==> config.mk <==
export PLATFORM = sky130hd
export DESIGN_NAME = branch_predictor_top
export DESIGN_NICKNAME = d
export VERILOG_FILES = /design/src/hdl/bp_pkg.sv /design/src/hdl/branch_predictor_top.sv /design/src/hdl/btb_table.sv /design/src/hdl/btb_update_ctrl.sv /design/src/hdl/fetch_pc_gen.sv
export VERILOG_INCLUDE_DIRS = /design/src /design/src/hdl
export SDC_FILE = /design/constraint.sdc
export NUM_CORES = 2
export LEC_CHECK = 0
export ABC_AREA = 0
export BUFFER_PORTS_ARGS = -buffer_cell sky130_fd_sc_hd__buf_4
export CAP_MARGIN = 20
export CORE_ASPECT_RATIO = 1.5
export CORE_MARGIN = 2
export CORE_UTILIZATION = 40
export DETAILED_ROUTE_END_ITERATION = 7
export GPL_TIMING_DRIVEN = 1
export MAX_ROUTING_LAYER = met4
export SETUP_SLACK_MARGIN = 0.5
export SYNTH_ARGS = -nofsm -noshare
export SYNTH_HDL_FRONTEND = slang
export SYNTH_HIERARCHICAL = 1
export SYNTH_SLANG_ARGS = --single-unit
==> constraint.sdc <==
create_clock -name clk -period 9.1 [get_ports clk]
set_input_delay 0 -clock clk [delete_from_list [all_inputs] [get_ports clk]]
set_output_delay 0 -clock clk [all_outputs]
set_load 0.02 [all_outputs]
==> src/hdl/bp_defines.svh <==
// ----------------------------------------------------------
// sizing macros for the fetch-side branch predictor
// include wherever table geometry or pc width is needed
// ----------------------------------------------------------
`ifndef BP_DEFINES_SVH
`define BP_DEFINES_SVH

// instruction address width
`define BP_ADDR_W   32

// btb depth, direct mapped
`define BP_ENTRIES  64

// index bits, taken from pc just above the byte offset
`define BP_IDX_W    6

// tag is whatever is left above index and offset
`define BP_TAG_W    (`BP_ADDR_W - `BP_IDX_W - 2)

// first fetch address after reset
`define BP_RESET_PC 32'h0000_0000

`endif

==> src/hdl/bp_pkg.sv <==
// ----------------------------------------------------------
// shared types for the branch predictor
// import with bp_pkg::* in the module header
// ----------------------------------------------------------
`include "bp_defines.svh"

package bp_pkg;

  // 2-bit saturating direction counter, msb set means taken
  typedef enum logic [1:0] {
    strong_nt = 2'b00,
    weak_nt   = 2'b01,
    weak_t    = 2'b10,
    strong_t  = 2'b11
  } ctr_e;

  // four-phase update receiver states
  typedef enum logic [1:0] {
    idle     = 2'b00,  // waiting for upd_req
    write    = 2'b01,  // table write cycle
    hold_ack = 2'b10   // ack high until req drops
  } upd_state_e;

  // one btb entry, 59 bits
  typedef struct packed {
    logic                  valid;
    logic [`BP_TAG_W-1:0]  tag;
    logic [`BP_ADDR_W-1:0] target;
    ctr_e                  ctr;
  } btb_entry_t;

  // lookup result for the current fetch pc, 36 bits
  typedef struct packed {
    logic                  hit;
    logic                  taken;
    logic [`BP_ADDR_W-1:0] target;
    ctr_e                  ctr;
  } pred_t;

  // resolved branch from the later stage, 65 bits
  typedef struct packed {
    logic [`BP_ADDR_W-1:0] pc;
    logic [`BP_ADDR_W-1:0] target;
    logic                  taken;
  } resolve_t;

  // fetch redirect, 33 bits
  typedef struct packed {
    logic                  valid;
    logic [`BP_ADDR_W-1:0] pc;
  } redirect_t;

endpackage

==> src/hdl/branch_predictor_top.sv <==
// ----------------------------------------------------------
// branch predictor top, btb plus update ctrl plus fetch pc
// fetch_pc is looked up every cycle, pred leaves comb
// ----------------------------------------------------------
`timescale 1ns/1ps
`include "bp_defines.svh"

module branch_predictor_top
  import bp_pkg::*;
(
  input  logic        clk,
  input  logic        reset,
  input  logic        fetch_en,
  input  redirect_t   redirect,
  input  logic        upd_req,    // four-phase request from the resolver
  input  resolve_t    upd,
  output logic        upd_ack,
  output logic [31:0] fetch_pc,
  output pred_t       pred
);

  // table <-> update ctrl
  logic [`BP_IDX_W-1:0] rd_idx;
  btb_entry_t           rd_entry;
  logic                 wr_en;
  logic [`BP_IDX_W-1:0] wr_idx;
  btb_entry_t           wr_entry;

  btb_table u_btb_table (
    .clk       (clk),
    .reset     (reset),
    .lookup_pc (fetch_pc),   // same-cycle lookup of the fetch address
    .pred      (pred),
    .wr_en     (wr_en),
    .wr_idx    (wr_idx),
    .wr_entry  (wr_entry),
    .rd_idx    (rd_idx),
    .rd_entry  (rd_entry)
  );

  btb_update_ctrl u_btb_update_ctrl (
    .clk      (clk),
    .reset    (reset),
    .upd_req  (upd_req),
    .upd      (upd),
    .upd_ack  (upd_ack),
    .rd_idx   (rd_idx),
    .rd_entry (rd_entry),
    .wr_en    (wr_en),
    .wr_idx   (wr_idx),
    .wr_entry (wr_entry)
  );

  fetch_pc_gen u_fetch_pc_gen (
    .clk      (clk),
    .reset    (reset),
    .fetch_en (fetch_en),
    .redirect (redirect),
    .pred     (pred),        // also goes out of the top
    .fetch_pc (fetch_pc)
  );

endmodule

==> src/hdl/btb_table.sv <==
// ----------------------------------------------------------
// direct-mapped branch target buffer storage
// async lookup and rmw read ports, one synchronous write port
// ----------------------------------------------------------
`timescale 1ns/1ps
`include "bp_defines.svh"

module btb_table
  import bp_pkg::*;
(
  input  logic                 clk,
  input  logic                 reset,
  input  logic [31:0]          lookup_pc,  // current fetch pc
  output pred_t                pred,       // prediction for lookup_pc
  input  logic                 wr_en,      // write strobe from update ctrl
  input  logic [5:0]           wr_idx,
  input  btb_entry_t           wr_entry,
  input  logic [5:0]           rd_idx,     // rmw read index
  output btb_entry_t           rd_entry
);

  // per-entry valid bits, cleared on reset
  logic [`BP_ENTRIES-1:0] valid_q;

  // payload arrays
  logic [`BP_TAG_W-1:0]  tag_mem [0:`BP_ENTRIES-1];
  logic [`BP_ADDR_W-1:0] tgt_mem [0:`BP_ENTRIES-1];
  ctr_e                  ctr_mem [0:`BP_ENTRIES-1];

  // lookup side decode
  logic [`BP_IDX_W-1:0] lk_idx;
  logic [`BP_TAG_W-1:0] lk_tag;
  logic                 lk_hit;
  ctr_e                 lk_ctr;

  assign lk_idx = lookup_pc[`BP_IDX_W+1:2];          // bits just above byte offset
  assign lk_tag = lookup_pc[`BP_ADDR_W-1:`BP_IDX_W+2]; // everything above index
  assign lk_ctr = ctr_mem[lk_idx];

  // hit needs a live entry with a matching tag
  assign lk_hit = valid_q[lk_idx] && (tag_mem[lk_idx] == lk_tag);

  always_comb begin
    pred.hit    = lk_hit;
    pred.taken  = lk_hit && ((lk_ctr == weak_t) || (lk_ctr == strong_t)); // upper half
    pred.target = lk_hit ? tgt_mem[lk_idx] : '0;     // zero on miss
    pred.ctr    = lk_hit ? lk_ctr : strong_nt;       // miss reads as strong_nt
  end

  // second read port, raw entry for the update read-modify-write
  always_comb begin
    rd_entry.valid  = valid_q[rd_idx];
    rd_entry.tag    = tag_mem[rd_idx];
    rd_entry.target = tgt_mem[rd_idx];
    rd_entry.ctr    = ctr_mem[rd_idx];
  end

  // valid bits
  always_ff @(posedge clk) begin
    if (reset) begin
      valid_q <= '0;                                 // whole table invalid
    end else if (wr_en) begin
      valid_q[wr_idx] <= wr_entry.valid;
    end
  end

  // tag, target and counter payload
  always_ff @(posedge clk) begin
    if (wr_en) begin
      tag_mem[wr_idx] <= wr_entry.tag;
      tgt_mem[wr_idx] <= wr_entry.target;
      ctr_mem[wr_idx] <= wr_entry.ctr;               // new counter visible next cycle
    end
  end

endmodule

==> src/hdl/btb_update_ctrl.sv <==
// ----------------------------------------------------------
// four-phase req/ack receiver for resolved branches
// reads the indexed entry, updates counter/target, writes back
// ----------------------------------------------------------
`timescale 1ns/1ps
`include "bp_defines.svh"

module btb_update_ctrl
  import bp_pkg::*;
(
  input  logic       clk,
  input  logic       reset,
  input  logic       upd_req,   // resolver request, held until ack
  input  resolve_t   upd,       // resolved branch, stable while req high
  output logic       upd_ack,
  output logic [5:0] rd_idx,    // to table rmw port
  input  btb_entry_t rd_entry,
  output logic       wr_en,
  output logic [5:0] wr_idx,
  output btb_entry_t wr_entry
);

  upd_state_e state;

  logic [`BP_TAG_W-1:0] upd_tag;
  logic                 tag_hit;
  btb_entry_t           new_entry;

  // step counter toward strong_t
  function automatic ctr_e ctr_up(input ctr_e c);
    case (c)
      strong_nt: return weak_nt;
      weak_nt:   return weak_t;
      default:   return strong_t;   // weak_t and strong_t saturate here
    endcase
  endfunction

  // step counter toward strong_nt
  function automatic ctr_e ctr_down(input ctr_e c);
    case (c)
      strong_t: return weak_t;
      weak_t:   return weak_nt;
      default:  return strong_nt;
    endcase
  endfunction

  assign rd_idx  = upd.pc[`BP_IDX_W+1:2];
  assign wr_idx  = rd_idx;                            // write back where we read
  assign upd_tag = upd.pc[`BP_ADDR_W-1:`BP_IDX_W+2];
  assign tag_hit = rd_entry.valid && (rd_entry.tag == upd_tag);

  // new entry by the update rule
  always_comb begin
    new_entry = rd_entry;
    if (tag_hit) begin
      if (upd.taken) begin
        new_entry.ctr    = ctr_up(rd_entry.ctr);
        new_entry.target = upd.target;                // latest target wins
      end else begin
        new_entry.ctr    = ctr_down(rd_entry.ctr);    // target kept
      end
    end else begin
      new_entry.valid  = 1'b1;                        // allocate, evicts old occupant
      new_entry.tag    = upd_tag;
      new_entry.target = upd.target;
      new_entry.ctr    = weak_t;
    end
  end

  assign wr_entry = new_entry;
  // not-taken miss writes nothing
  assign wr_en = (state == write) && (tag_hit || upd.taken);

  // handshake FSM
  always_ff @(posedge clk) begin
    if (reset) begin
      state   <= idle;
      upd_ack <= 1'b0;
    end else begin
      case (state)
        idle: begin
          if (upd_req) state <= write;               // phase 1 seen
        end
        write: begin
          state   <= hold_ack;
          upd_ack <= 1'b1;                            // table written this edge
        end
        hold_ack: begin
          if (!upd_req) begin                         // phase 3 seen
            state   <= idle;
            upd_ack <= 1'b0;
          end
        end
        default: begin
          state   <= idle;
          upd_ack <= 1'b0;
        end
      endcase
    end
  end

endmodule

==> src/hdl/fetch_pc_gen.sv <==
// ----------------------------------------------------------
// fetch pc register with next-pc selection
// priority is redirect, then taken prediction, then pc + 4
// ----------------------------------------------------------
`timescale 1ns/1ps
`include "bp_defines.svh"

module fetch_pc_gen
  import bp_pkg::*;
(
  input  logic        clk,
  input  logic        reset,
  input  logic        fetch_en,   // low stalls the pc
  input  redirect_t   redirect,   // from a later stage, wins over everything
  input  pred_t       pred,       // btb lookup of fetch_pc
  output logic [31:0] fetch_pc
);

  // sequential fetch step, one 32-bit instruction
  localparam logic [`BP_ADDR_W-1:0] pc_step = `BP_ADDR_W'(4);

  logic [`BP_ADDR_W-1:0] pc_q;
  logic [`BP_ADDR_W-1:0] pc_next;
  logic [`BP_ADDR_W-1:0] pc_seq;
  logic                  use_pred;

  assign pc_seq   = pc_q + pc_step;
  assign use_pred = fetch_en && pred.taken;         // hit with counter in taken half

  // next-pc select
  always_comb begin
    if (redirect.valid) begin
      pc_next = redirect.pc;                        // mispredict / jump fixup
    end else if (use_pred) begin
      pc_next = pred.target;
    end else if (fetch_en) begin
      pc_next = pc_seq;
    end else begin
      pc_next = pc_q;                               // stall, lookup keeps running
    end
  end

  // pc register
  always_ff @(posedge clk) begin
    if (reset) begin
      pc_q <= `BP_RESET_PC;
    end else begin
      pc_q <= pc_next;
    end
  end

  assign fetch_pc = pc_q;

endmodule

Word level (Yosys, flattened, before mapping)
Memories as Yosys holds them, arrays and structs flattened. A register that Yosys moved wholly into a read port is not among the register bits.
Cells that the tools add are included.
{"block": "word_totals", "register_bits": 99, "ram_bits": 3712, "in_bits": 102, "output_inout_bits": 69, "mem_count": 3}
{"block": "classes", "addsub": 1, "order_cmp": 3, "eq_ne": 12, "n_mux": 31, "bitwise": 1, "reduce_logical": 14}
{"name": "u_btb_table.tgt_mem", "depth": 64, "width": 32, "rd": 1, "rd_ports_with_merged_regs": 1, "write_ports": 1, "line": "btb_table.sv:27", "text": "logic [`BP_ADDR_W-1:0] tgt_mem [0:`BP_ENTRIES-1];"}
{"name": "u_btb_table.tag_mem", "depth": 64, "width": 24, "rd": 2, "rd_ports_with_merged_regs": 1, "write_ports": 1, "line": "btb_table.sv:26", "text": "logic [`BP_TAG_W-1:0] tag_mem [0:`BP_ENTRIES-1];"}
{"name": "u_btb_table.ctr_mem", "depth": 64, "width": 2, "rd": 2, "rd_ports_with_merged_regs": 1, "write_ports": 1, "line": "btb_table.sv:28", "text": "ctr_e ctr_mem [0:`BP_ENTRIES-1];"}
{"op": "32-bit 2-to-1 mux", "n": 5}
{"op": "64-bit bitwise mux", "n": 1}
{"op": "24-bit equality test", "n": 2}
{"op": "6-bit 2-to-1 mux", "n": 6}
{"op": "34-bit 2-to-1 mux", "n": 1}
{"op": "32-bit by 3-bit adder with 32-bit output, second input constant", "n": 1}
{"op": "25-bit 2-to-1 mux", "n": 1}
{"op": "6-bit by 7-bit < comparator with 1-bit output, second input constant", "n": 2}
{"op": "1-bit binary-select mux with 6-bit select", "n": 2}
{"op": "2-bit equality test, second input constant", "n": 5}
{"op": "2-bit 2-to-1 mux", "n": 4}
{"op": "2-bit case mux with 2 select lines", "n": 2}
{"op": "1-bit demux with 6-bit select", "n": 1}
{"op": "6-bit by 1-bit greater-or-equal comparator with 1-bit output, second input constant", "n": 1}
{"op": "1-bit logical AND", "n": 6}
{"op": "1-bit 2-to-1 mux", "n": 6}
{"op": "2-bit inequality test, second input constant", "n": 3}
{"op": "2-bit case mux with 3 select lines", "n": 1}
{"op": "2-bit AND reduction", "n": 3}
{"op": "2-bit by 1-bit equality test with 1-bit output, second input constant", "n": 2}
{"op": "2-bit zero test", "n": 2}
{"op": "1-bit case mux with 3 select lines", "n": 1}
{"op": "3-bit nonzero test", "n": 1}
{"op": "1-bit logical OR", "n": 2}
{"op": "1-bit NOT", "n": 1}

Longest topological paths before layout
{"block": "depth", "word_depth": 9, "ltp_mapped": 22}

Hierarchy
Netlist, hierarchy kept.
{"module": "btb_table", "n_inst": 1, "cells_per_inst": 7896, "area_each_um2": 174458.6, "seq_area_each_um2": 112748.1}
{"module": "fetch_pc_gen", "n_inst": 1, "cells_per_inst": 326, "area_each_um2": 2371.0, "seq_area_each_um2": 640.6}
{"module": "btb_update_ctrl", "n_inst": 1, "cells_per_inst": 126, "area_each_um2": 1017.2, "seq_area_each_um2": 60.1}

Least setup slack after synthesis
Ideal clock, no wire load.
{"block": "synth_path", "path_kind": "input -> register", "startpoint": "in upd[35] (netlist name)", "endpoint": "mem u_btb_table/ctr_mem[3][0] (netlist name), enable pin", "setup_ps": 476, "arrival_time_ps": 7086, "setup_slack_ps": 1539, "stages": 19, "path_buffers": 6, "cell_sequence": "buf_4 buf_2 clkbuf_1 buf_1 buf_1 mux4_2 mux4_2 mux2_2 nand2_1 o21ai_0 xnor2_1 nand3_1 or4_4 nor2_1 o21a_1 nor2b_1 nand3_1 clkbuf_1 nor2_1"}
{"item": "start, declared", "line": "branch_predictor_top.sv:16", "text": "input resolve_t upd,"}
{"item": "end, declared", "line": "btb_table.sv:28"}

Final worst setup path
{"block": "layout_path", "startpoint": "reg u_fetch_pc_gen.pc_q[2] (netlist: u_fetch_pc_gen/fetch_pc[2])", "endpoint": "reg u_fetch_pc_gen.pc_q[18] (netlist: u_fetch_pc_gen/fetch_pc[18])"}
{"block": "layout_via", "elab_chain_cells": 7}
{"item": "start, declared", "line": "fetch_pc_gen.sv:22", "text": "logic [`BP_ADDR_W-1:0] pc_q;"}
{"item": "start signal, assigned", "line": "fetch_pc_gen.sv:46", "text": "pc_q <= `BP_RESET_PC;"}
{"item": "start signal, assigned", "line": "fetch_pc_gen.sv:48", "text": "pc_q <= pc_next;"}
{"item": "parallel branches: the longest is 7 deep, another holds 32-bit by 3-bit adder with 32-bit output"}
Several ways; the timed one is not identified. The select of a mux whose other input is x is not followed.
A chain may end at the register's enable or synchronous reset.

==> summary.md <==
| Metric | Value |
|---|---|
| Mapped Avg Cell Area | 21.30 sq um |
| Seq/Total Area, Yosys | 63.79% |
| P&R area growth vs syn | 14.21% |
| Gate Count Post-Synth | 8348 |
| EDFF count, synth | 3712 |
| #FFs+latches synth | 3811 |
| R2R Path Start | u_fetch_pc_gen/fetch_pc[2] |
| Worst endpoint data arrival time | 9.23 ns |
| CTS Buf Count | 378 |
| Worst setup path category | flop to flop |
| Failing checks | DRC |
| Final setup TNS | 0 ns |
| CP startpoint kind | flop |
| Gr ovfl total | 0 |
| RSZ-0062 raised after global routing | no |
| Post-synthesis cell type count | 80 |
| Post-synth top area cell | edfxtp_1 |
| Via/cell ratio | 6.918 |
| Via count of the first global-routing pass | 103897 |
| Yosys warns | 6 |
| Async SR Flop Fraction | 0% |
| Clock Latency Late Sink | 0.98 ns |
| VDD IR-drop max | 0.1629 mV |
| Residual DRC | 6 |
| CP max FO | 35 |
| Area of the core | 0.4422 sq mm |
| Req. time, crit path | 9.94 ns |
| Ys flop type | edfxtp_1 |
| Nets | 8886 |
| Global placement routability congestion | 0.9342 |
| Final wirelength | 657.5 mm |
| Overall routing resource usage | 29.73% |
| Dpl hpwl | 381.1 mm |
| Final hold violation count | 0 |
| Post CTS Setup Buffer Count | 0 |
| Period utilization | 92.13% |
| Post_cts resized | 0 |
| Clock Tree Buf Depth | 4 |
| Maximum number of pins on one net before global-route repair | 129 |
| Register Area | 0.1135 sq mm |
| Number of DRC markers in iteration 0 | 16286 |
| Die Y | 820.7 um |
| Mapped Area | 0.1778 sq mm |
| Pre-antenna DRT Iters | 8 |
| Tmin final | 8.384 ns |
| Clock slew at reported path FFs | 0.06 ns |
| Rel. slew slack | 5.409% |
| Worst Hold Class | primary input to flop |
| Final Setup Violations | 0 |
| Final instance area | 0.2031 sq mm |
| Layout Cells excl Fill | 14973 |
| Detail Route Antenna Nets | 0 |
| Wire length per cell | 43.91 um |
| Worst Max-Slew Pin Slew | 1.419 ns |
| Antenna violations before repair | 44 |
| First-pass GRT wire length | 885.1 mm |
| CTS tree | yes |
| CTS root buffer | clkbuf_16 |
| CTS Hold Bufs | 136 |
| IO Port Bufs | 168 |
| Yosys top cell area share | 62.68% |
| Core Rows | 299 |
| Dpl cell area | 0.1886 sq mm |
| Die ar. | 0.4501 sq mm |
| H-Tree Depth | 5 |
| Min-Delay Startpoint | upd[40] |
| Share of layout cells above drive strength 1 | 39.50% |
| Multi-input gate area | 0.06161 sq mm |
| Peak Freq | 119.3 MHz |
| Filler cell count | 36698 |
| Endpoint class of the critical path | flop |
| Max_cap viols | 0 |
| Syn Nets | 8451 |
| Status | finished, violations left |
| Clk sinks | 3811 |
| Initial Util | 40.22% |
| Pleak | 61.67 nW |
| Synth top area cells | edfxtp_1 63%, mux4_2 28%, mux2i_1 1.5% |
| Critical path origin | u_fetch_pc_gen/fetch_pc[2] |
| Clock Skew | 0.07185 ns |
| Ports | 171 |
| DP Cell Count | 14090 |
| Worst Slack Setup Final | 0.7164 ns |
| Die X | 548.4 um |
| Total number of vias | 103585 |
| Max Slew Vio Count | 0 |
| Pre-CTS setup slack | 1.604 ns |
| Reg2Reg Setup Slack | 0.72 ns |
| Power Dens Cells | 192.5 mW/mm^2 |
-- where the power goes --
| group | switching (mW) | internal (mW) |
|---|---|---|
| combinational | 2.11 | 1.56 |
| sequential | 0.0601 | 19.2 |
| clock | 6.97 | 9.15 |
| total | 9.14 | 30.0 |
-- cell usage after synthesis (all sizes together), types with 23 or more instances --
library cell	n
nor2	133
a21oi	131
clkbuf	337
mux4	2231
nor4	46
mux2i	260
xnor2	35
a22oi	77
dfxtp	99
buf	368
xor2	23
o21ai	123
nand2	255
edfxtp	3712
o22ai	48
mux2	82
a211oi	26
nor2b	26
nand3	78
nand4	26
-- worst paths after layout --
kind,end,cells after the start
setup / recovery,u_fetch_pc_gen/fetch_pc[18],19
hold / removal,u_btb_table/tgt_mem[40][24],3
setup reg to reg,u_fetch_pc_gen/fetch_pc[18],19
hold reg to reg,u_btb_table/valid_q[37],2
-- placed cells by master, fill, tap and decap left out, drive strengths merged, types with 78 or more instances in the layout --
cell            n
edfxtp       3712
mux4         2231
buf           603
clkbuf        457
mux2i         260
nand2         255
dlygate4sd3   157
nor2          133
a21oi         131
clkinv        129
o21ai         123
dfxtp          99
mux2           82
nand3          78
-- logic make-up after synthesis --
group,Yosys count,share of synthesized area (%)
adder cells (fa/ha/maj),2,0.01266
AO/OA/AOI/OAI,530,1.904
flip-flops,3811,63.79
buffers and inverters,719,1.876
XOR/XNOR,58,0.2856
multiplexers,2573,30.25
other,1,0.002109
AND/OR/NAND/NOR,654,1.878
-- metal layers --
layer | part of all wire, % | global-route usage [%] | up-vias
met2 | 48 | 46.21 | 7342
met3 | 11 | 7.533 | 1728
met1 | 34 | 35.69 | 56795
met5 | 0 | - | -
met4 | 6.8 | 16.25 | 0
li1 | - | - | 37720
-- through the flow --
step / hold slack, ns / utilization [%] / power [mW]
3_3_place_gp: 0.2541 / 42.63 / 23.21
5_1_grt: 0.02571 / 45.93 / 39.97
4_1_cts: 0.03811 / 45.76 / 39.21
3_5_place_dp: 0.2399 / 42.66 / 23.24
6_report: 0.04263 / 45.93 / 39.10
2_1_floorplan: 0.07238 / - / 22.00
-- critical path, cell delays in order, from the launching register on --
cell and delay, ns:
dfxtp_4 0.89, buf_4 0.72, buf_4 0.41, mux4_2 0.54
a32oi_1 0.20, nand3_1 0.11, a211oi_1 0.97, xnor2_1 0.23
nor4_4 0.35, buf_4 0.46, nand2_1 0.22, nor4_2 0.19
buf_4 0.32, nand2_2 0.67, o22ai_1 0.35, nor2_1 0.07
a21oi_1 0.17, dlygate4sd3_1 0.62, a311oi_1 0.06, dlygate4sd3_1 0.62
-- layout make-up --
| class | instances | share of cell area, % |
|---|---|---|
| diodes | 32 | 0.03942 |
| clock buffers | 457 | 4.881 |
| clock inverters | 212 | 1.190 |
| inverters | 14 | 0.02834 |
| multi-input cells | 3818 | 30.33 |
| flip-flops and latches | 3811 | 55.87 |
| well taps | 5869 | 3.615 |
| repair buffers | 760 | 4.049 |
-- registers in the layout, indices dropped and copies added, names as in the netlist --
name                       count
u_btb_table/tag_mem         1536
u_btb_table/tgt_mem         2048
u_fetch_pc_gen/fetch_pc       32
u_btb_table/ctr_mem          128
u_btb_update_ctrl/state        2
u_btb_table/valid_q           64
u_btb_update_ctrl/upd_ack      1
Note: power is estimated with default switching activity, not from simulation.
